<file path="config.mk">
export PLATFORM = sky130hd
export DESIGN_NAME = system_control_regs
export DESIGN_NICKNAME = d
export VERILOG_FILES = /design/src/hw/pc_bus_pkg.sv /design/src/hw/system_control_regs.sv
export SDC_FILE = /design/constraint.sdc
export NUM_CORES = 1
export LEC_CHECK = 0
export ABC_AREA = 1
export BUFFER_PORTS_ARGS = -buffer_cell sky130_fd_sc_hd__buf_2
export CAP_MARGIN = 20
export CORE_AREA = 10 10 47 49
export CTS_CLUSTER_SIZE = 24
export DETAILED_ROUTE_END_ITERATION = 7
export DIE_AREA = 0 0 57 59
export PLACE_DENSITY_LB_ADDON = 0.05
export SLEW_MARGIN = 40
export SYNTH_ARGS = -nofsm -noshare
export SYNTH_HDL_FRONTEND = slang
export SYNTH_SLANG_ARGS = --single-unit
export TNS_END_PERCENT = 20
</file>
<file path="constraint.sdc">
create_clock -name sys_clk -period 1.9 [get_ports sys_clk]
set_input_delay 0.095 -clock sys_clk [delete_from_list [all_inputs] [get_ports sys_clk]]
set_output_delay 0.095 -clock sys_clk [all_outputs]
set_load 0.01 [all_outputs]
</file>
<file path="src/hw/pc_bus_pkg.sv">
package pc_bus_pkg;

	// ======================================================================
	// CPU data bus geometry
	// ======================================================================

	// Word address, bits 19 down to 1
	// Byte address bit 0 is carried by the byte selects
	localparam int ADDR_W = 19;

	// Data word width
	localparam int DATA_W = 16;

	// One select per byte lane
	localparam int LANES = DATA_W / 8;

	// ======================================================================
	// Bus field types
	// ======================================================================

	// Read and write data
	typedef logic [DATA_W-1:0] word_t;

	// Word address, indexed like the byte address
	typedef logic [ADDR_W:1] addr_t;

	// Bit 1 high byte, bit 0 low byte
	typedef logic [LANES-1:0] bytesel_t;

endpackage

</file>
<file path="src/hw/system_control_regs.sv">
`timescale 1ns/100ps

module system_control_regs
	import pc_bus_pkg::*;
(
	input  logic  sys_clk,
	input  logic  xreset,

	// SDRAM controller status
	input  logic  sdram_config_done,

	// Port selects and write data
	input  logic  sdram_cfg_sel,
	input  logic  bios_ctrl_sel,
	input  word_t cpu_wdata,
	input  logic  cpu_wr_en,

	// System state
	output logic  core_reset,
	output logic  bios_enabled,

	// Register response
	output logic  ctrl_ack,
	output word_t ctrl_rdata
);

	logic  any_sel;
	logic  start;
	word_t rd_q;

	// ======================================================================
	// Post-SDRAM reset
	// ======================================================================

	// CPU waits here until the SDRAM is usable
	// Released for good, only xreset brings it back
	always_ff @(posedge sys_clk or posedge xreset) begin
		if (xreset) begin
			core_reset <= 1'b1;
		end else if (sdram_config_done) begin
			core_reset <= 1'b0;
		end
	end

	// ======================================================================
	// Port registers
	// ======================================================================

	assign any_sel = sdram_cfg_sel | bios_ctrl_sel;
	assign start   = any_sel & ~ctrl_ack;

	// Shared single-pulse ack
	always_ff @(posedge sys_clk or posedge xreset) begin
		if (xreset) begin
			ctrl_ack <= 1'b0;
		end else begin
			ctrl_ack <= start;
		end
	end

	// BIOS mapped in after every core reset
	// Bit 0 of a write switches the window
	always_ff @(posedge sys_clk or posedge xreset) begin
		if (xreset) begin
			bios_enabled <= 1'b1;
		end else if (core_reset) begin
			bios_enabled <= 1'b1;
		end else if (start && bios_ctrl_sel && cpu_wr_en) begin
			bios_enabled <= cpu_wdata[0];
		end
	end

	// Read value sampled before any write lands
	// Status port is read only
	always_ff @(posedge sys_clk) begin
		if (start) begin
			rd_q <= {15'b0, sdram_cfg_sel ? sdram_config_done : bios_enabled};
		end
	end

	assign ctrl_rdata = ctrl_ack ? rd_q : '0;

	// CPU is held in reset, so nothing may reach these ports
	a_quiet_in_reset: assert property (@(posedge sys_clk) disable iff (xreset)
		core_reset |-> !any_sel);

endmodule

</file>
# [Yosys cells after proc, flatten, opt, wreduce, memory -nomap -nowiden]
# Cells that the tools add are included.
[totals] out_inout_bits=19 word_cells=14 inputBits=22 regBits=4
[op_classes] n_bitwise=3 reduce_logical=3 n_mux=4
[ops] cell="$mux 1" count=4
[ops] cell="$logic_and 1x1->1" count=2
[ops] cell="$reduce_bool 2->1" count=1
[ops] cell="$and 1x1->1" count=1
[ops] cell="$not 1->1" count=1
[ops] cell="$or 1x1->1" count=1

# [Logic depth before layout (Yosys ltp)]
[logic_depth] depth_word=6 depth_mapped=4 ltp_nobuf=4

# [Worst setup path before layout]
# No wires, ideal clock.
[synth_timing] path_kind="reg-to-reg" start="register ctrl_ack" end="register rd_q[0], enable pin" stages_incl_launch_ff=2 synth_period_minus_slack_ns=0.868 setup_time_ns=0.304 t_required_ns=1.596 t_arrival_ns=0.564 path_buffers=0 setup_slack_ns=1.032 cell_sequence="dfrtp_1 nor2_1"
[synth_via] elab_chain_len=2
[synth_lines] item="from (decl)" line="system_control_regs.sv:23" source="output logic ctrl_ack,"
[synth_lines] item="from (signal assigned)" line="system_control_regs.sv:57" source="ctrl_ack <= start;"
[synth_lines] item="$not 1->1" line="system_control_regs.sv:50" source="assign start = any_sel & ~ctrl_ack;"
[synth_lines] item="$and 1x1->1" line="system_control_regs.sv:50"
[synth_lines] item="net start" line="system_control_regs.sv:28" source="logic start;"
[synth_lines] item="to (signal assigned)" line="system_control_regs.sv:77" source="rd_q <= {15'b0, sdram_cfg_sel ? sdram_config_done : bios_enabled};"
[synth_lines] item="to (decl)" line="system_control_regs.sv:29" source="word_t rd_q;"
# The timed path passes the listed nets, and every way through them passes these cells.
# A chain may end at the register's enable or synchronous reset.

# [Worst setup path after layout]
[layout_timing] start="register bios_enabled" end="output port bios_enabled"
[layout_lines] item="from (decl)" line="system_control_regs.sv:20" source="output logic bios_enabled,"
[layout_lines] item="from (signal assigned)" line="system_control_regs.sv:69" source="bios_enabled <= cpu_wdata[0];"
# No word-level cell between the ends.

==> run metrics <==
final wirelength=689 um; final setup fails=0; Initial Util=0.2134; commonest non-fill, non-tap cell in the layout=conb_1; RSZ-0062 raised after global routing=false; Slew Viols, Final=0; Synth Register Bits=4; Clock Latency Late Sink=~0.24 ns; number of vias per cell=3.227; first-pass GRT wire length=1083 um; crit path max-delay cell type=dfstp_2; DP Wirelength=633.2 um; P_sw=between 0.08 and 0.09 mW; CTS sink cnt=4; Final Core Density=0.2536; worst setup path class=reg2out; Sw Ratio=0.2890; post-CTS resize count=0; logic gate share of total power=0.210; Max Clk Rate=~1000 MHz; Die Height=59 um; Critical Path End Type=output port; share of power burned in registers=0.387; Synth Area in Compound Gates=0.01674; clk slew on worst S/H paths=0.04 ns; Crit path required time=around 1.8 ns; post-route minimum period=~1.0 ns; CP Max Fanout=3; P_leak=roughly 0.2 nW; Vias=213; die area=0.003363 sq mm; Mapped Cells=35; largest net degree at the start of global routing=5; Avg WL per Cell=10.44 um; initial antenna violation count=0; setup TNS=0 ns; Synth Area in XOR/XNOR=0; Clock power frac=0.403; cell-internal power=between 0.2 and 0.25 mW; setup ws final=between 0.9 and 1 ns; flop2flop setup slack=1.02 ns; max cap viols=0; cell area power density=806.3 mW/mm^2; WP buf/inv=1; Iter 0 DRT Violations=2; router iterations before antenna repair=2; row count=14; synth unique cells=13; CTS tree=done; family with the most delay on the worst path=flip-flops; Final nets=73; Final Cycle Share=0.5244; Fin. Hold Viols=0; vias in the first global route=245; WP data arrival=0.90 ns; total CTS buffers=3; final antenna-violating net count=0; outcome=completed; simple-gate share of the synthesized area=0.1715; Max VDD drop=0.3265 mV; Remaining DRCs=0; Synth Area in Adders=0; Tot GR Track Use=0.04331; Synth-to-Final Area Change=18.83%; Die Wd=57 um; Antenna Cells=0; port bufs=10; slowest stage delay, CP=around 0.54 ns; total number of yosys warnings=0; sequence of cells on the critical path=buf_2; Seq/Total Area, Yosys=0.3598; post-synthesis mux area share=0; H-tree level count=1; pre-CTS setup slack=roughly 1.0 ns; GP Congestion=0.6661; hold crit path type=in2reg; CP startpoint kind=flip-flop; layout cells sized above 1=0.3800; Root Driver=clkbuf_4; # IOs=41; Max clock buf depth=2; skew final=0.006967 ns; final hold slack=about 0.13 ns; largest family of logic cells by synthesized area=buffers and inverters; Netlist Area Pre-Place=299.0 sq um; core area=0.001401 sq mm; most frequent cells in the layout=conb_1, buf_2, inv_1; total global routing overflow=0; post-synthesis area per instance=between 8 and 9 sq um
-- cell type report --
cell class	instances	area, sq um
Fill cell	174	1046
Inverter	5	18.77
Tap cell	16	20.02
Clock buffer	4	26.28
Sequential cell	4	107.6
Multi-Input combinational cell	25	112.6
Timing Repair Buffer	12	70.07
-- metal layers --
layer | track usage | up-vias | routed length [um]
li1 | - | 104 | -
met1 | 0.03106 | 95 | 208
met2 | 0.06822 | 14 | 364
met3 | 0.05150 | 0 | 116
met4 | 0.02013 | 0 | 0
met5 | 0 | - | 0
-- Yosys cell counts --
cell type   n  area share
nand3_2     2       0.067
inv_1       4       0.050
buf_4      15        0.38
nand4_1     1       0.021
o21ai_0     1       0.017
dfstp_2     2        0.18
nand2_1     2       0.025
conb_1      1       0.013
inv_2       1       0.013
edfxtp_1    1        0.10
nor2_1      3       0.038
nand2_2     1       0.021
dfrtp_1     1       0.084
-- power groups by stage --
stage / Sequential [mW] / Clock, mW / Combinational, mW
2_1_floorplan: 0.115 / 0 / 0.0541
3_3_place_gp: 0.112 / 0 / 0.0561
3_5_place_dp: 0.112 / 0 / 0.0562
4_1_cts: 0.111 / 0.121 / 0.0596
5_1_grt: 0.112 / 0.140 / 0.0675
6_report: 0.111 / 0.116 / 0.0601
-- stage by stage --
stage | instance area [sq um] | power [mW] | std cells
floorplan | 351.6 | 0.1690 | 49
global placement | 309.0 | 0.1685 | 60
finish | 355.3 | 0.2865 | 66
CTS | 355.3 | 0.2919 | 66
global route | 355.3 | 0.3191 | 66
detailed placement | 309.0 | 0.1683 | 60
-- logic make-up after synthesis --
| group | after synthesis |
|---|---|
| buffers and inverters | 20 |
| DFF | 4 |
| AOI/OAI and AO/OA | 1 |
| and+or+nand+nor | 9 |
| other | 1 |
-- flip-flops by register name (all words and copies together), names as in the netlist --
name / count
rd_q: 1
ctrl_ack: 1
core_reset: 1
bios_enabled: 1
-- timing repair --
item                      CTS  global route
hold endpoints to repair    4             0
buffers inserted            0             0
hold buffers                2             0
-- worst paths after layout --
check	start	endpoint	cells after the start
max in group asynchronous	xreset	core_reset	3
max	bios_enabled	bios_enabled	1
min reg2reg	core_reset	core_reset	2
min	cpu_wdata[0]	bios_enabled	3
max reg2reg	ctrl_ack	rd_q[0]	1
min in group asynchronous	xreset	ctrl_ack	3
Note: power is estimated with default switching activity, not from simulation.
