### config.mk
export PLATFORM = sky130hd
export DESIGN_NAME = bus_router
export DESIGN_NICKNAME = d
export VERILOG_FILES = /design/src/hw/pc_bus_pkg.sv /design/src/hw/pc_map_pkg.sv /design/src/hw/bus_router.sv
export SDC_FILE = /design/constraint.sdc
export NUM_CORES = 1
export LEC_CHECK = 0
export ABC_AREA = 1
export BUFFER_PORTS_ARGS = -buffer_cell sky130_fd_sc_hd__buf_4
export CORE_UTILIZATION = 21
export DETAILED_ROUTE_END_ITERATION = 10
export GPL_ROUTABILITY_DRIVEN = 0
export PLACE_DENSITY = 0.8
export SYNTH_ARGS = -nofsm -noshare
export SYNTH_HDL_FRONTEND = slang
export SYNTH_SLANG_ARGS = --single-unit
### constraint.sdc
create_clock -name vclk -period 0.8
set_input_delay 0 -clock vclk [all_inputs]
set_output_delay 0 -clock vclk [all_outputs]
set_load 0.05 [all_outputs]
### src/hw/pc_bus_pkg.sv
package pc_bus_pkg;

	// ======================================================================
	// CPU data bus geometry
	// ======================================================================

	// Word address, bits 19 down to 1
	// Byte address bit 0 is carried by the byte selects
	localparam int ADDR_W = 19;

	// Data word width
	localparam int DATA_W = 16;

	// One select per byte lane
	localparam int LANES = DATA_W / 8;

	// ======================================================================
	// Bus field types
	// ======================================================================

	// Read and write data
	typedef logic [DATA_W-1:0] word_t;

	// Word address, indexed like the byte address
	typedef logic [ADDR_W:1] addr_t;

	// Bit 1 high byte, bit 0 low byte
	typedef logic [LANES-1:0] bytesel_t;

endpackage

### src/hw/pc_map_pkg.sv
package pc_map_pkg;

	// ======================================================================
	// Memory map windows
	// ======================================================================

	// BIOS window 0xFC000 to 0xFFFFF
	// Compared against address bits 19..14
	localparam logic [5:0] BIOS_TAG = 6'b11_1111;

	// VGA window 0xB0000 to 0xBFFFF
	// Compared against address bits 19..16
	localparam logic [3:0] VGA_TAG = 4'hB;

	// Memory cycle destinations
	typedef enum logic [1:0] {
		TGT_SDRAM,
		TGT_VGA,
		TGT_BIOS
	} mem_target_t;

	// ======================================================================
	// I/O ports
	// ======================================================================

	// Word port numbers, i.e. byte port shifted right by one
	// LED blink count, byte port 0x0100
	localparam logic [14:0] LEDS_PORT = 15'h0080;

	// SDRAM configuration status, byte port 0xFFFC
	localparam logic [14:0] SDRAM_CFG_PORT = 15'h7FFE;

	// BIOS enable control, byte port 0xFFF6
	localparam logic [14:0] BIOS_CTRL_PORT = 15'h7FFB;

endpackage

### src/hw/bus_router.sv
`timescale 1ns/100ps

module bus_router
	import pc_bus_pkg::*;
	import pc_map_pkg::*;
(
	input  logic  sys_clk,
	input  logic  xreset,

	// CPU request side
	input  addr_t cpu_addr,
	input  logic  cpu_io,
	input  logic  cpu_access,

	// BIOS window enable from the control register
	input  logic  bios_enabled,

	// Return paths
	input  logic  io_ack,
	input  word_t io_rdata,
	input  logic  bios_ack,
	input  word_t bios_rdata,
	input  logic  ext_ack,
	input  word_t ext_rdata,
	input  logic  vga_ack,
	input  word_t vga_rdata,

	// Target strobes
	output logic  io_access,
	output logic  bios_access,
	output logic  ext_access,
	output logic  vga_access,

	// Merged response to the CPU
	output logic  cpu_ack,
	output word_t cpu_rdata
);

	// ======================================================================
	// Request decode
	// ======================================================================

	logic        mem_access;
	mem_target_t mem_target;

	// I/O and memory split on the CPU space flag
	assign io_access  = cpu_access & cpu_io;
	assign mem_access = cpu_access & ~cpu_io;

	// Disabled BIOS window falls through to SDRAM
	always_comb begin
		if (bios_enabled && (cpu_addr[19:14] == BIOS_TAG)) begin
			mem_target = TGT_BIOS;
		end else if (cpu_addr[19:16] == VGA_TAG) begin
			mem_target = TGT_VGA;
		end else begin
			mem_target = TGT_SDRAM;
		end
	end

	// Purely combinational, no added latency
	assign bios_access = mem_access && (mem_target == TGT_BIOS);
	assign vga_access  = mem_access && (mem_target == TGT_VGA);
	assign ext_access  = mem_access && (mem_target == TGT_SDRAM);

	// ======================================================================
	// Response merge
	// ======================================================================

	// Internal slaves drive zero when idle
	// External ports are masked with their own ack
	assign cpu_ack   = io_ack | bios_ack | ext_ack | vga_ack;
	assign cpu_rdata = io_rdata | bios_rdata
		| (ext_ack ? ext_rdata : '0)
		| (vga_ack ? vga_rdata : '0);

	// Only one target may see a cycle
	a_one_target: assert property (@(posedge sys_clk) disable iff (xreset)
		$onehot0({io_access, bios_access, ext_access, vga_access}));

endmodule

* Word-level counts from Yosys, hierarchy flattened
Cells that the tools add are included.
** Storage, ports and cells
- Output and inout port bits :: 21
- Bits in registers :: 0
- Word-level logic and storage cells :: 22
** Operators by class
- Bitwise gates (word level) :: 9
- Muxes and demuxes :: 4
- Equality and inequality tests :: 4
- Reduce and logical (&&, ||, !) cells :: 5
** Operators with widths (number)
- $or 16x16->16 :: 3
- $mux 16 :: 2
- $eq 6x6->1 const B :: 1
- $eq 4x4->1 const B :: 1
- $logic_and 1x1->1 :: 4
- $or 1x1->1 :: 3
- $and 1x1->1 :: 2
- $eq 2x1->1 const B :: 1
- $eq 2x2->1 const B :: 1
- $logic_not 2->1 :: 1
- $mux 2 :: 1
- $mux 1 :: 1
- $not 1->1 :: 1

* Longest topological paths before layout
- Word-level depth :: 5
- Depth in mapped cells :: 5
- Gate-level depth less buffers :: 5

* Worst setup path after synthesis
Ideal clock, no wire load.
- Path kind :: in2out
- Start :: input cpu_addr[16]
- End :: output ext_access
- Required time :: 0.800 ns
- Path slack :: -0.072 ns
- Arrival time :: 0.872 ns
- Stages :: 5
- Buffers on the path :: 0
- Cell sequence :: nand2_1 > inv_1 > nand2_1 > nand2_1 > nor2_1
** On the way
- Cells in the longest elaborated chain, start to end :: 5
** RTL lines
- from (decl) :: line bus_router.sv:11 : input addr_t cpu_addr,
- $eq 4x4->1 or $eq 6x6->1 (tied branches) :: line bus_router.sv:54, bus_router.sv:52
- $mux 1 or $logic_and 1x1->1 (tied branches) :: line bus_router.sv:54, bus_router.sv:52
- $mux 2 (*) :: line bus_router.sv:52 : if (bios_enabled && (cpu_addr[19:14] == BIOS_TAG)) begin
- $logic_not 2->1 (*) :: line bus_router.sv:64 : assign ext_access = mem_access && (mem_target == TGT_SDRAM);
- $logic_and 1x1->1 (*) :: line bus_router.sv:64
- to (decl) :: line bus_router.sv:31 : output logic ext_access,
Mark *: on every way between the ends. The rest lies on a longest branch, timed or not.

* Worst setup path after layout
Ends and elaborated chain as after synthesis.

==> summary.md <==
| Metric | Value |
|---|---|
| Final period util | 86.3% |
| Vias per inst | approximately 4.4 |
| Maximum fanout along the worst path | 3 |
| Worst hold slack | between 0.3 and 0.4 ns |
| Drt total wl | roughly 2.1 mm |
| Post-Syn Nets | 170 |
| Hpwl dp | approximately 1.8 mm |
| Via count | ~860 |
| Critical path endpoint category | output pin |
| Global-route wire length before repair | around 2.8 mm |
| Area delta synth->final | 171% |
| Syn Inst Count | between 70 and 80 |
| Largest net degree at the start of global routing | 18 |
| Startpoint types | input pin |
| Largest family of logic cells by synthesized area | compound AO/OA/AOI/OAI gates |
| PortBufs | 98 |
| Status | completed |
| Minimum clock period after layout | 0.690 ns |
| Post-Synth Adder-Cell Area | 0% |
| YS warnings | 0 |
| WP data required | approximately 0.8 ns |
| Peak Freq | between 1000 and 1500 MHz |
| Compound-cell area share of the yosys netlist | a little under half |
| Die height | about 46 um |
| Worst Setup EP | ext_access |
| Grt ovf | 0 |
| Seq_cells | 0 |
| Slew HR | between 80% and 90% |
| Place WS | ~0.11 ns |
| Setup Buffers After CTS | 0 |
| Max-slew violations | 0 |
| N_diodes | 0 |
| Chip Width | 46.5 um |
| Die ar. | ~0.0022 mm^2 |
| Sequential area share after synthesis | 0% |
| Initial antenna violation count | 0 |
| Kind of critical path | input pin to output pin |
| Ports | approximately 110 |
| Worst IR Drop VDD | 0.000327 V |
| Cts hold-fix bufs | 0 |
| Final hold vios | 0 |
| Num rows | 15 |
| Worst path slowest cell | buf_4 |
| Final cell count without fillers | about 200 |
| Fraction of layout instances using a drive strength above 1 | 63.4% |
| Final worst slack | 0.110 ns |
| Layout Nets | 266 |
| Endpoints failing setup | 0 |
| Max Cap Viol | 0 |
| # resized after CTS | 0 |
| Vias in the first global route | roughly 730 |
| Initial DRC count | 4 |
| XOR/XNOR Fraction of Synth Area | 0% |
| CP arrival | slightly below 0.7 ns |
| Placed insts | 197 |
| Core Region | between 0.0015 and 0.002 mm^2 |
| Avg WL per Cell | between 10 and 15 um |
| Avg Inst Size Synth | between 5 and 6 um^2 |
| RSZ-0062 raised after global routing | false |
| Setup TNS | 0 ns |
| Post-Syn Area | roughly 420 um^2 |
| # DRC | 0 |
| Worst slew pin tran | ~0.23 ns |
| Pwr dens | approximately 600 mW/mm^2 |
| Final Util | between 60% and 70% |
| Register area | 0 um^2 |
| Final ANT Viol Nets | 0 |
| Simple-gate share of the synthesized area | between 30% and 40% |
| Worst-path cell chain | buf_4 > nand2_1 > inv_1 > nand2_1 > nand2_1 > nor2_2 > buf_4 |
| Starting density of the core | around a quarter |
| GRT Util Overall | between 10% and 20% |
| P_leak | between 0.6 and 0.7 nW |
| Mux cell area share after synthesis | 0% |
| Drt first pass iters | 4 |
| Dominant cell type by count on the critical path | nand2_1 |
| CP Launch Point | cpu_addr[16] |
| Count of different cell masters after synthesis | 9 |
| Hold Path Class | input pin to output pin |
| CLK BUF | 0 |
| Filler Cells Inserted | 172 |
| Slowest stage delay, CP | roughly 0.20 ns |
## final cells by class
class	instances	area [um^2]	area share, %
Multi-Input combinational cell	67	334	29.6
Timing Repair Buffer	98	736	65.3
Inverter	7	26.3	2.33
Tap cell	25	31.3	2.77
## Yosys cell counts
cell type	n	area, um^2
buf_12	1	20.0
a21oi_2	10	87.6
nand3_1	2	10.0
nor2_1	9	33.8
nand2_1	24	90.1
inv_1	7	26.3
a21oi_1	22	110
buf_6	2	22.5
buf_8	1	15.0
## placed cells by master, fill, tap and decap left out
| master | netlist | routed |
|---|---|---|
| a21oi_1 | 22 | 22 |
| nand2_1 | 24 | 24 |
| nand3_1 | 2 | 2 |
| buf_4 | 0 | 98 |
| a21oi_2 | 10 | 10 |
| nor2_1 | 9 | 8 |
| inv_1 | 7 | 7 |
| nor2_2 | 0 | 1 |
## metal layers
layer	part of all wire, %	global-route usage, %	routed length [um]	vias up
met3	15	2.35	317	0
met4	0	1.76	0	0
met1	34	17.2	699	348
met5	0	0	0	-
li1	-	-	-	449
met2	51	35.3	1040	61
## worst max-delay path: cells and delay by family
family,cells,cell delay [ns]
AND/OR/NAND/NOR,4,0.32
buffers and inverters,3,0.36
## how the worst min path moves through the flow
stage	start	end	slack, ns	cells after the start
2_1_floorplan	cpu_io	ext_access	0.21	3
3_3_place_gp	bios_rdata[10]	cpu_rdata[10]	0.33	4
4_1_cts	bios_rdata[0]	cpu_rdata[0]	0.33	4
3_5_place_dp	bios_rdata[5]	cpu_rdata[5]	0.33	4
5_1_grt	bios_rdata[5]	cpu_rdata[5]	0.35	4
6_report	bios_rdata[5]	cpu_rdata[5]	0.33	4
## metrics by stage
step | power [W] | instance area (um^2)
2_1_floorplan | 0.000322 | 418
6_report | 0.000680 | 1130
4_1_cts | 0.000685 | 1130
3_3_place_gp | 0.000669 | 1130
3_5_place_dp | 0.000683 | 1130
5_1_grt | 0.000727 | 1130
## kinds of logic (layout without fill, tap and decap cells)
kind of cell	after synthesis	after routing
compound gates	32	32
buf+inv	11	105
simple gates	35	35
## power breakdown
group	internal, W	switching, W
clock network	0	0
logic	0.000349	0.000331
registers	0	0
total	0.000349	0.000331
No activity file was read; power rests on OpenSTA's default activity.
