<file path="config.mk">
export PLATFORM = sky130hd
export DESIGN_NAME = io_port_decoder
export DESIGN_NICKNAME = d
export VERILOG_FILES = /design/src/hw/pc_bus_pkg.sv /design/src/hw/pc_map_pkg.sv /design/src/hw/io_port_decoder.sv
export SDC_FILE = /design/constraint.sdc
export NUM_CORES = 1
export LEC_CHECK = 0
export BUFFER_PORTS_ARGS = -buffer_cell sky130_fd_sc_hd__buf_2
export CAP_MARGIN = 20
export CELL_PAD_IN_SITES_DETAIL_PLACEMENT = 0
export CELL_PAD_IN_SITES_GLOBAL_PLACEMENT = 1
export CORE_ASPECT_RATIO = 0.7
export CORE_MARGIN = 4
export CORE_UTILIZATION = 10
export CTS_BUF_LIST = sky130_fd_sc_hd__clkbuf_4 sky130_fd_sc_hd__clkbuf_8
export DETAILED_ROUTE_END_ITERATION = 10
export GPL_ROUTABILITY_DRIVEN = 0
export PLACE_DENSITY = 0.94
export SYNTH_ARGS = -nofsm -noshare
export SYNTH_HDL_FRONTEND = slang
export SYNTH_SLANG_ARGS = --single-unit
</file>
<file path="constraint.sdc">
create_clock -name sys_clk -period 1.2 [get_ports sys_clk]
set_clock_uncertainty 0.15 [all_clocks]
set_input_delay 0.12 -clock sys_clk [delete_from_list [all_inputs] [get_ports sys_clk]]
set_output_delay 0.12 -clock sys_clk [all_outputs]
set_load 0.05 [all_outputs]
</file>
<file path="src/hw/pc_bus_pkg.sv">
package pc_bus_pkg;

	// ======================================================================
	// CPU data bus geometry
	// ======================================================================

	// Word address, bits 19 down to 1
	// Byte address bit 0 is carried by the byte selects
	localparam int ADDR_W = 19;

	// Data word width
	localparam int DATA_W = 16;

	// One select per byte lane
	localparam int LANES = DATA_W / 8;

	// ======================================================================
	// Bus field types
	// ======================================================================

	// Read and write data
	typedef logic [DATA_W-1:0] word_t;

	// Word address, indexed like the byte address
	typedef logic [ADDR_W:1] addr_t;

	// Bit 1 high byte, bit 0 low byte
	typedef logic [LANES-1:0] bytesel_t;

endpackage

</file>
<file path="src/hw/pc_map_pkg.sv">
package pc_map_pkg;

	// ======================================================================
	// Memory map windows
	// ======================================================================

	// BIOS window 0xFC000 to 0xFFFFF
	// Compared against address bits 19..14
	localparam logic [5:0] BIOS_TAG = 6'b11_1111;

	// VGA window 0xB0000 to 0xBFFFF
	// Compared against address bits 19..16
	localparam logic [3:0] VGA_TAG = 4'hB;

	// Memory cycle destinations
	typedef enum logic [1:0] {
		TGT_SDRAM,
		TGT_VGA,
		TGT_BIOS
	} mem_target_t;

	// ======================================================================
	// I/O ports
	// ======================================================================

	// Word port numbers, i.e. byte port shifted right by one
	// LED blink count, byte port 0x0100
	localparam logic [14:0] LEDS_PORT = 15'h0080;

	// SDRAM configuration status, byte port 0xFFFC
	localparam logic [14:0] SDRAM_CFG_PORT = 15'h7FFE;

	// BIOS enable control, byte port 0xFFF6
	localparam logic [14:0] BIOS_CTRL_PORT = 15'h7FFB;

endpackage

</file>
<file path="src/hw/io_port_decoder.sv">
`timescale 1ns/100ps

module io_port_decoder
	import pc_bus_pkg::*;
	import pc_map_pkg::*;
(
	input  logic  sys_clk,
	input  logic  xreset,

	// Port number comes from the CPU address
	input  addr_t cpu_addr,
	input  logic  io_access,

	// Device responses
	input  logic  leds_ack,
	input  word_t leds_rdata,
	input  logic  ctrl_ack,
	input  word_t ctrl_rdata,

	// Device selects
	output logic  leds_sel,
	output logic  sdram_cfg_sel,
	output logic  bios_ctrl_sel,

	// Merged I/O response
	output logic  io_ack,
	output word_t io_rdata
);

	logic [14:0] port;
	logic        default_sel;
	logic        default_ack;

	// Word port number
	assign port = cpu_addr[15:1];

	// One compare per mapped port
	assign leds_sel      = io_access && (port == LEDS_PORT);
	assign sdram_cfg_sel = io_access && (port == SDRAM_CFG_PORT);
	assign bios_ctrl_sel = io_access && (port == BIOS_CTRL_PORT);

	// Anything else lands here
	assign default_sel = io_access && !(leds_sel || sdram_cfg_sel || bios_ctrl_sel);

	// Dummy responder for missing devices
	// Same one-cycle timing as a real register
	always_ff @(posedge sys_clk or posedge xreset) begin
		if (xreset) begin
			default_ack <= 1'b0;
		end else begin
			default_ack <= default_sel & ~default_ack;
		end
	end

	// Unmapped reads return zero, so nothing to add
	assign io_ack   = leds_ack | ctrl_ack | default_ack;
	assign io_rdata = leds_rdata | ctrl_rdata;

	// At most one I/O device owns a cycle
	a_sel_onehot: assert property (@(posedge sys_clk) disable iff (xreset)
		$onehot0({leds_sel, sdram_cfg_sel, bios_ctrl_sel, default_sel}));

	// Whichever register answers, acks stay single pulses
	a_ack_pulse: assert property (@(posedge sys_clk) disable iff (xreset)
		io_ack |=> !io_ack);

endmodule

</file>
### Word level (Yosys, flattened, before mapping)

Cells that the tools add are included.

* $add $sub $neg: 0
* multiply operators: 0
* divide/modulo/power cells: 0
* magnitude comparators: 0
* equality and inequality tests: 3
* shifts and indexed selects: 0
* multiplexer cells: 0
* bitwise gates (word level): 5
* reduce and logical (&&, ||, !) cells: 7

Operator list (count)
* $eq 15x15->1 const B: 2
* $or 16x16->16: 1
* $eq 15x8->1 const B: 1
* $logic_and 1x1->1: 4
* $logic_or 1x1->1: 2
* $or 1x1->1: 2
* $and 1x1->1: 1
* $logic_not 1->1: 1
* $not 1->1: 1

* bits in registers: 1
* bits in latches: 0
* RAM bits: 0
* bits in read-only memories: 0
* bits of input ports: 56
* output and inout bits: 20
* memories kept: 0

### Logic depth before layout (Yosys ltp)

Gate-level depths: netlist of the first run.

* depth after elaboration: 7
* depth in mapped cells: 3
* depth with buffers taken out: 3

### Worst setup path after synthesis of the first run

No wires, ideal clock.

* path type: input -> output
* from: input port cpu_addr[10]
* to: output port bios_ctrl_sel
* arrival time: 1.059 ns
* required time: 0.930 ns
* path slack: -0.129 ns
* stages: 3
* buffers on the path: 0
* cells stage by stage: nand4_1 -> nor4_2 -> and3b_1

* longest elaborated chain between the ends: 2

RTL lines
* start: declaration: RTL line io_port_decoder.sv:11 `input addr_t cpu_addr,`
* $eq 15x15->1: RTL line io_port_decoder.sv:40 `assign bios_ctrl_sel = io_access && (port == BIOS_CTRL_PORT);`
* $logic_and 1x1->1: RTL line io_port_decoder.sv:40
* end: declaration: RTL line io_port_decoder.sv:23 `output logic bios_ctrl_sel,`

No other way between the ends.

### Final worst setup path of the first run

* from: input port cpu_addr[3]
* to: output port bios_ctrl_sel

The elaborated chain is that of the path after synthesis.

==> results of run 1 <==
how the worst min path moves through the flow:
stage	endpoint	slack [ns]	cells after the start
after floorplan	default_ack	-0.30	1
after global placement	default_ack	-0.20	2
after detailed placement	default_ack	-0.19	2
after CTS	default_ack	0.36	3
after global routing	default_ack	0.39	3
final	default_ack	0.37	3
cell usage after synthesis (all sizes together):
cell type  count  area share
or2           16        0.40
nor4           4        0.12
nand4          3       0.074
and3b          2       0.069
inv            2       0.030
a2111oi        1       0.059
and4           1       0.035
dfrtp          1       0.099
nand2          1       0.015
nor4bb         1       0.040
or3            1       0.025
xor2           1       0.035
layer usage:
layer | track usage | share of wire | vias up
met5 | 0 | 0 | -
met4 | 0.0132 | 0 | 0
met3 | 0.00455 | 0.072 | 0
met2 | 0.176 | 0.64 | 19
met1 | 0.0692 | 0.29 | 251
li1 | - | - | 281
worst reg2reg max path, cell delays in order (launching register included):
cell,delay (ns)
dfrtp_1,0.36
buf_4,0.14
a2111oi_4,0.25
power by group through the flow:
stage	registers, uW	clock network [uW]	logic (uW)
final	38.2	0	304
after CTS	38.2	0	295
after global routing	38.5	0	324
after global placement	37.9	0	269
after floorplan	38.0	0	151
after detailed placement	38.1	0	275
what timing repair did:
action	CTS	global route
endpoints found under the setup margin	5	4
hold endpoints to repair	1	0
pin swaps	6	5
hold buffers	1	0
buffers inserted	0	0
resized for setup	16	6
logic make-up after synthesis:
| kind of cell | share of synthesized area |
|---|---|
| AOI/OAI and AO/OA | 0.0594 |
| DFF | 0.0990 |
| buffers and inverters | 0.0297 |
| and+or+nand+nor | 0.777 |
| xor gates and xnor gates | 0.0347 |
cell type report:
cell class                 count  area [sq um]  area share
timing repair buffer          78           478       0.581
sequential                     1          25.0      0.0304
inverter                       2          7.51     0.00912
tap                           32          40.0      0.0486
multi-input combinational     31           273       0.331
per-stage QoR:
step	worst slack, ns	hold slack (ns)
6_report	-0.124	0.367
5_1_grt	-0.197	0.388
4_1_cts	-0.141	0.361
3_5_place_dp	-0.260	-0.195
3_3_place_gp	-0.232	-0.198
2_1_floorplan	-0.0130	-0.301
==> metrics.cfg, run 1 <==
[status]
status = finished, violations left
violations = setup timing

[route]
final_antenna_net_count = 0
dr.pass1.iters = 4
post_drt_wl_per_cell_um = 10.5
drt_wl_total_mm = 1.52
avgViaCountPerCell = 3.83
drt_iter0_drc = 3
vias = 551
route.detailed.drc = 0

[cells_and_area]
final_cell_mix = buf_2, or2_2, buf_6
largestRegisters = default_ack (1)
n_antenna_cell = 0
finalInstanceArea_sq_um = 823
final_common_cell = buf_2
fin_nets = 170
syn2layout_area_growth_pct = 226
layoutNonFillerInstCount = 144
drive_gt1_frac = 0.902
largest_reg_flops = 1
fillers = 239
final_util = 0.362
top_register = default_ack

[place]
io_buffers = 71
dp.cells = 143
hpwl_mm = 1.32
dpl_cell_area_sq_um = 702

[synth]
ys_warn_count = 0
syn-num-nets = 90
syn_area_per_cell_sq_um = 7.43
synthCells = 34
ys_ff_latch = 1
ys_seq_area_frac = 0.0990
syn_area_sq_um = 253
yosysUniqueCellTypes = 13

[worst_setup_path]
cp_top_family = simple AND/OR/NAND/NOR gates
crit_path_end_kind = output pin
cpMostUsedCell = buf_6
critPathMaxStageDelay_ns = 0.33
r2r_cells = 2
critPathBufInv = 2
critPathKind = in -> out
cp.required_ns = 0.93
cp_slowest_cell = nor4_4
worstSetupPathDepth = 5
crit_chain = buf_6, nand4_1, nor4_4, and3b_2, buf_6
arrival_ns = 1.05
start_kind = input port
cp-startpoint = cpu_addr[3]
reg2reg_to = default_ack
cp_max_fo = 3
reg2reg_slack_ns = 0.18
endpoint = bios_ctrl_sel
worstReg2RegStart = default_ack

[power_and_ir_drop]
p_seq_frac = 0.112
p_leak_uw = 0.000442
p_comb_frac = 0.888
clock_power_share = 0
vdd_ir_drop_max_mv = 0.124
power.total_uw = 342
power_switching_uw = 171
power.density_nw_per_um2 = 416
internal_power_uw = 171
p_sw_frac = 0.501

[sta]
worst_pin_slew_ns = 0.252
setup-violations-final = 4
hold_viol_final = 0
fmax_ghz = 0.755
slew_viol_final = 0
tns_ns = -0.264
worst_slack_ns = -0.124
post-route-period-util = 1.10
rsz0062_at_grt = yes
period_needed_ns = 1.32
slew-limit-headroom = 0.831

[floorplanning]
die_h_um = 50.1
die_area_sq_um = 3410
num_rows = 14
die_w_um = 68.1
io_pins = 76
design.core.area_sq_um = 2280
initial_core_util = 0.111

[grt]
grt_max_degree = 4
antenna_found_initial = 0
track_usage = 0.0772
grt_pass1_wl_mm = 2.17
grt_pass1_vias = 540
globalRouteOverflowTotal = 0

[clocking]
clock_latency_ns = 0
cts.clk_slew.worst_paths_ns = 0

[job]
max_cap_viol_count = 0

[worst_hold_path]
min-delay-path-class = in -> async

Power figures use the tool's default switching activity.
==> run 2: changes to the inputs <==
--- a/config.mk
+++ b/config.mk
@@ -13,9 +13,11 @@
 export CORE_MARGIN = 4
 export CORE_UTILIZATION = 10
 export CTS_BUF_LIST = sky130_fd_sc_hd__clkbuf_4 sky130_fd_sc_hd__clkbuf_8
+export CTS_CLUSTER_DIAMETER = 60
 export DETAILED_ROUTE_END_ITERATION = 10
 export GPL_ROUTABILITY_DRIVEN = 0
 export PLACE_DENSITY = 0.94
+export SKIP_CTS_REPAIR_TIMING = 1
 export SYNTH_ARGS = -nofsm -noshare
 export SYNTH_HDL_FRONTEND = slang
 export SYNTH_SLANG_ARGS = --single-unit
==> run 2 against run 1 <==
The run still ends with setup timing left. Die area is the same. Register-to-register slack is essentially flat. Cell area shrank 2.6%. Hold slack is essentially flat. Flip-flop and latch count is the same. Via count shrank 1.1%. Power shrank 1.2%. Wire length shrank 1.3%. Core utilization shrank 0.93 points. Fmax grew 0.36%. Sequential power is essentially flat. Global-route usage shrank 0.87 points. Critical endpoint is now sdram_cfg_sel. Largest cell class unchanged. Largest power group unchanged.
==> metrics.cfg, run 2 (synthesis gave the netlist of run 1 again) <==
[route]
drt_wl_total_mm = 1.50  ; -1.3%
post_drt_wl_per_cell_um = 10.4  ; -1.3%
vias = 545  ; -1.1%
avgViaCountPerCell = 3.78  ; -1.1%
dr.pass1.iters = 4  ; unchanged
final_antenna_net_count = 0  ; unchanged
drt_iter0_drc = 4  ; +1
route.detailed.drc = 0  ; unchanged

[place]
dpl_cell_area_sq_um = 702  ; unchanged
hpwl_mm = 1.32  ; unchanged
io_buffers = 71  ; unchanged
place_ws_ns = -0.260  ; unchanged

[sta]
slew_viol_final = 0  ; unchanged
fmax_ghz = 0.758  ; +0.36%
rsz0062_at_grt = yes
whs_ns = 0.367  ; +0.00000500 ns
hold_viol_final = 0  ; unchanged
setup-violations-final = 4  ; unchanged
slew-limit-headroom = 0.834  ; +0.00313
post-route-period-util = 1.10  ; -0.00401
worst_pin_slew_ns = 0.247  ; -0.00466 ns
period_needed_ns = 1.32  ; -0.00481 ns
worst_slack_ns = -0.119  ; +0.00481 ns

[worst_setup_path]
crit_path_end_kind = output pin
arrival_ns = 1.05  ; about the same
cp.required_ns = 0.93  ; about the same
critPathKind = in -> out
crit_chain = buf_6, nand4_1, nor4_4, and3b_2, buf_8
critPathMaxStageDelay_ns = 0.32  ; about the same
start_kind = input port
cp_max_fo = 3  ; unchanged
cp_slowest_cell = nor4_4
reg2reg_slack_ns = 0.18  ; about the same

[floorplanning]
die_h_um = 50.1  ; unchanged
initial_core_util = 0.111  ; unchanged
num_rows = 14  ; unchanged
io_pins = 76  ; unchanged
die_w_um = 68.1  ; unchanged
die_area_sq_um = 3410  ; unchanged
design.core.area_sq_um = 2280  ; unchanged

[power_and_ir_drop]
p_seq_frac = 0.113  ; about the same
vdd_ir_drop_max_mv = 0.123  ; -0.91%
internal_power_uw = 168  ; -1.5%
p_leak_uw = 0.000437  ; -1.1%
p_comb_frac = 0.887  ; about the same
clock_power_share = 0  ; unchanged
p_sw_frac = 0.502  ; +0.00122
power.density_nw_per_um2 = 421  ; +1.4%
power_switching_uw = 170  ; -0.99%

[grt]
grt_pass1_wl_mm = 1.95  ; -10%
grt_max_degree = 4  ; unchanged
track_usage = 0.0685  ; -0.00874
antenna_found_initial = 0  ; unchanged
globalRouteOverflowTotal = 0  ; unchanged
grt_pass1_vias = 494  ; -8.5%

[cells_and_area]
largest_reg_flops = 1  ; unchanged
drive_gt1_frac = 0.893  ; -0.00893
n_antenna_cell = 0  ; unchanged
final_util = 0.352  ; -0.00934
largestRegisters = default_ack (1)
final_common_cell = buf_2
top_register = default_ack
finalInstanceArea_sq_um = 802  ; -2.6%
multi_input_area_sq_um = 265  ; -2.8%
final_cell_mix = buf_2, or2_2, buf_6
syn2layout_area_growth_pct = 217
register_area_sq_um = 25.0  ; unchanged
fillers = 244  ; +2.1%
fin_nets = 170  ; unchanged

[status]
violations = setup timing
status = finished, violations left

[worst_hold_path]
min-delay-path-class = in -> async

[clocking]
clock_latency_ns = 0  ; unchanged
cts.clk_slew.worst_paths_ns = 0  ; unchanged

[job]
max_cap_viol_count = 0  ; unchanged

-- run 2: layout make-up --
cell class | count | share of cell area
Timing Repair Buffer | 78 | 0.579
Multi-Input combinational cell | 31 | 0.331
Tap cell | 32 | 0.0499
Sequential cell | 1 | 0.0312
Inverter | 2 | 0.00936
-- run 2: critical path, delay by kind of cell --
family | cells | cell delay (ns)
and+or+nand+nor | 3 | 0.71
buffers and inverters | 2 | 0.21
-- run 2: final timing paths --
| check | startpoint | end | depth (start not counted) |
|---|---|---|---|
| setup reg to reg | default_ack | default_ack | 2 |
| min in group sys_clk | default_ack | default_ack | 2 |
| hold reg to reg | default_ack | default_ack | 2 |
| hold / removal | xreset | default_ack | 3 |
| setup / recovery | cpu_addr[9] | sdram_cfg_sel | 5 |
| max in group asynchronous | xreset | default_ack | 3 |
-- run 2: power groups by stage --
stage | Sequential [uW] | Combinational [uW] | Clock, uW
after floorplan | 38.0 | 151 | 0
after global placement | 37.9 | 269 | 0
after detailed placement | 38.1 | 275 | 0
after CTS | 38.2 | 275 | 0
after global routing | 38.6 | 320 | 0
final | 38.2 | 300 | 0
-- run 2: metal layers --
| metal | global-route usage | vias up | share of wire |
|---|---|---|---|
| met4 | 0.0132 | 0 | 0.0067 |
| met1 | 0.0599 | 241 | 0.28 |
| li1 | - | 281 | - |
| met2 | 0.155 | 21 | 0.63 |
| met3 | 0.00682 | 2 | 0.083 |
| met5 | 0 | - | 0 |
-- run 2: stage by stage --
step / instances / setup TNS (ns) / power, uW
after global routing: 144 / -0.731 / 358
after CTS: 143 / -0.804 / 313
after floorplan: 34 / -0.0182 / 189
after global placement: 143 / -0.741 / 307
after detailed placement: 143 / -0.801 / 313
final: 144 / -0.411 / 338
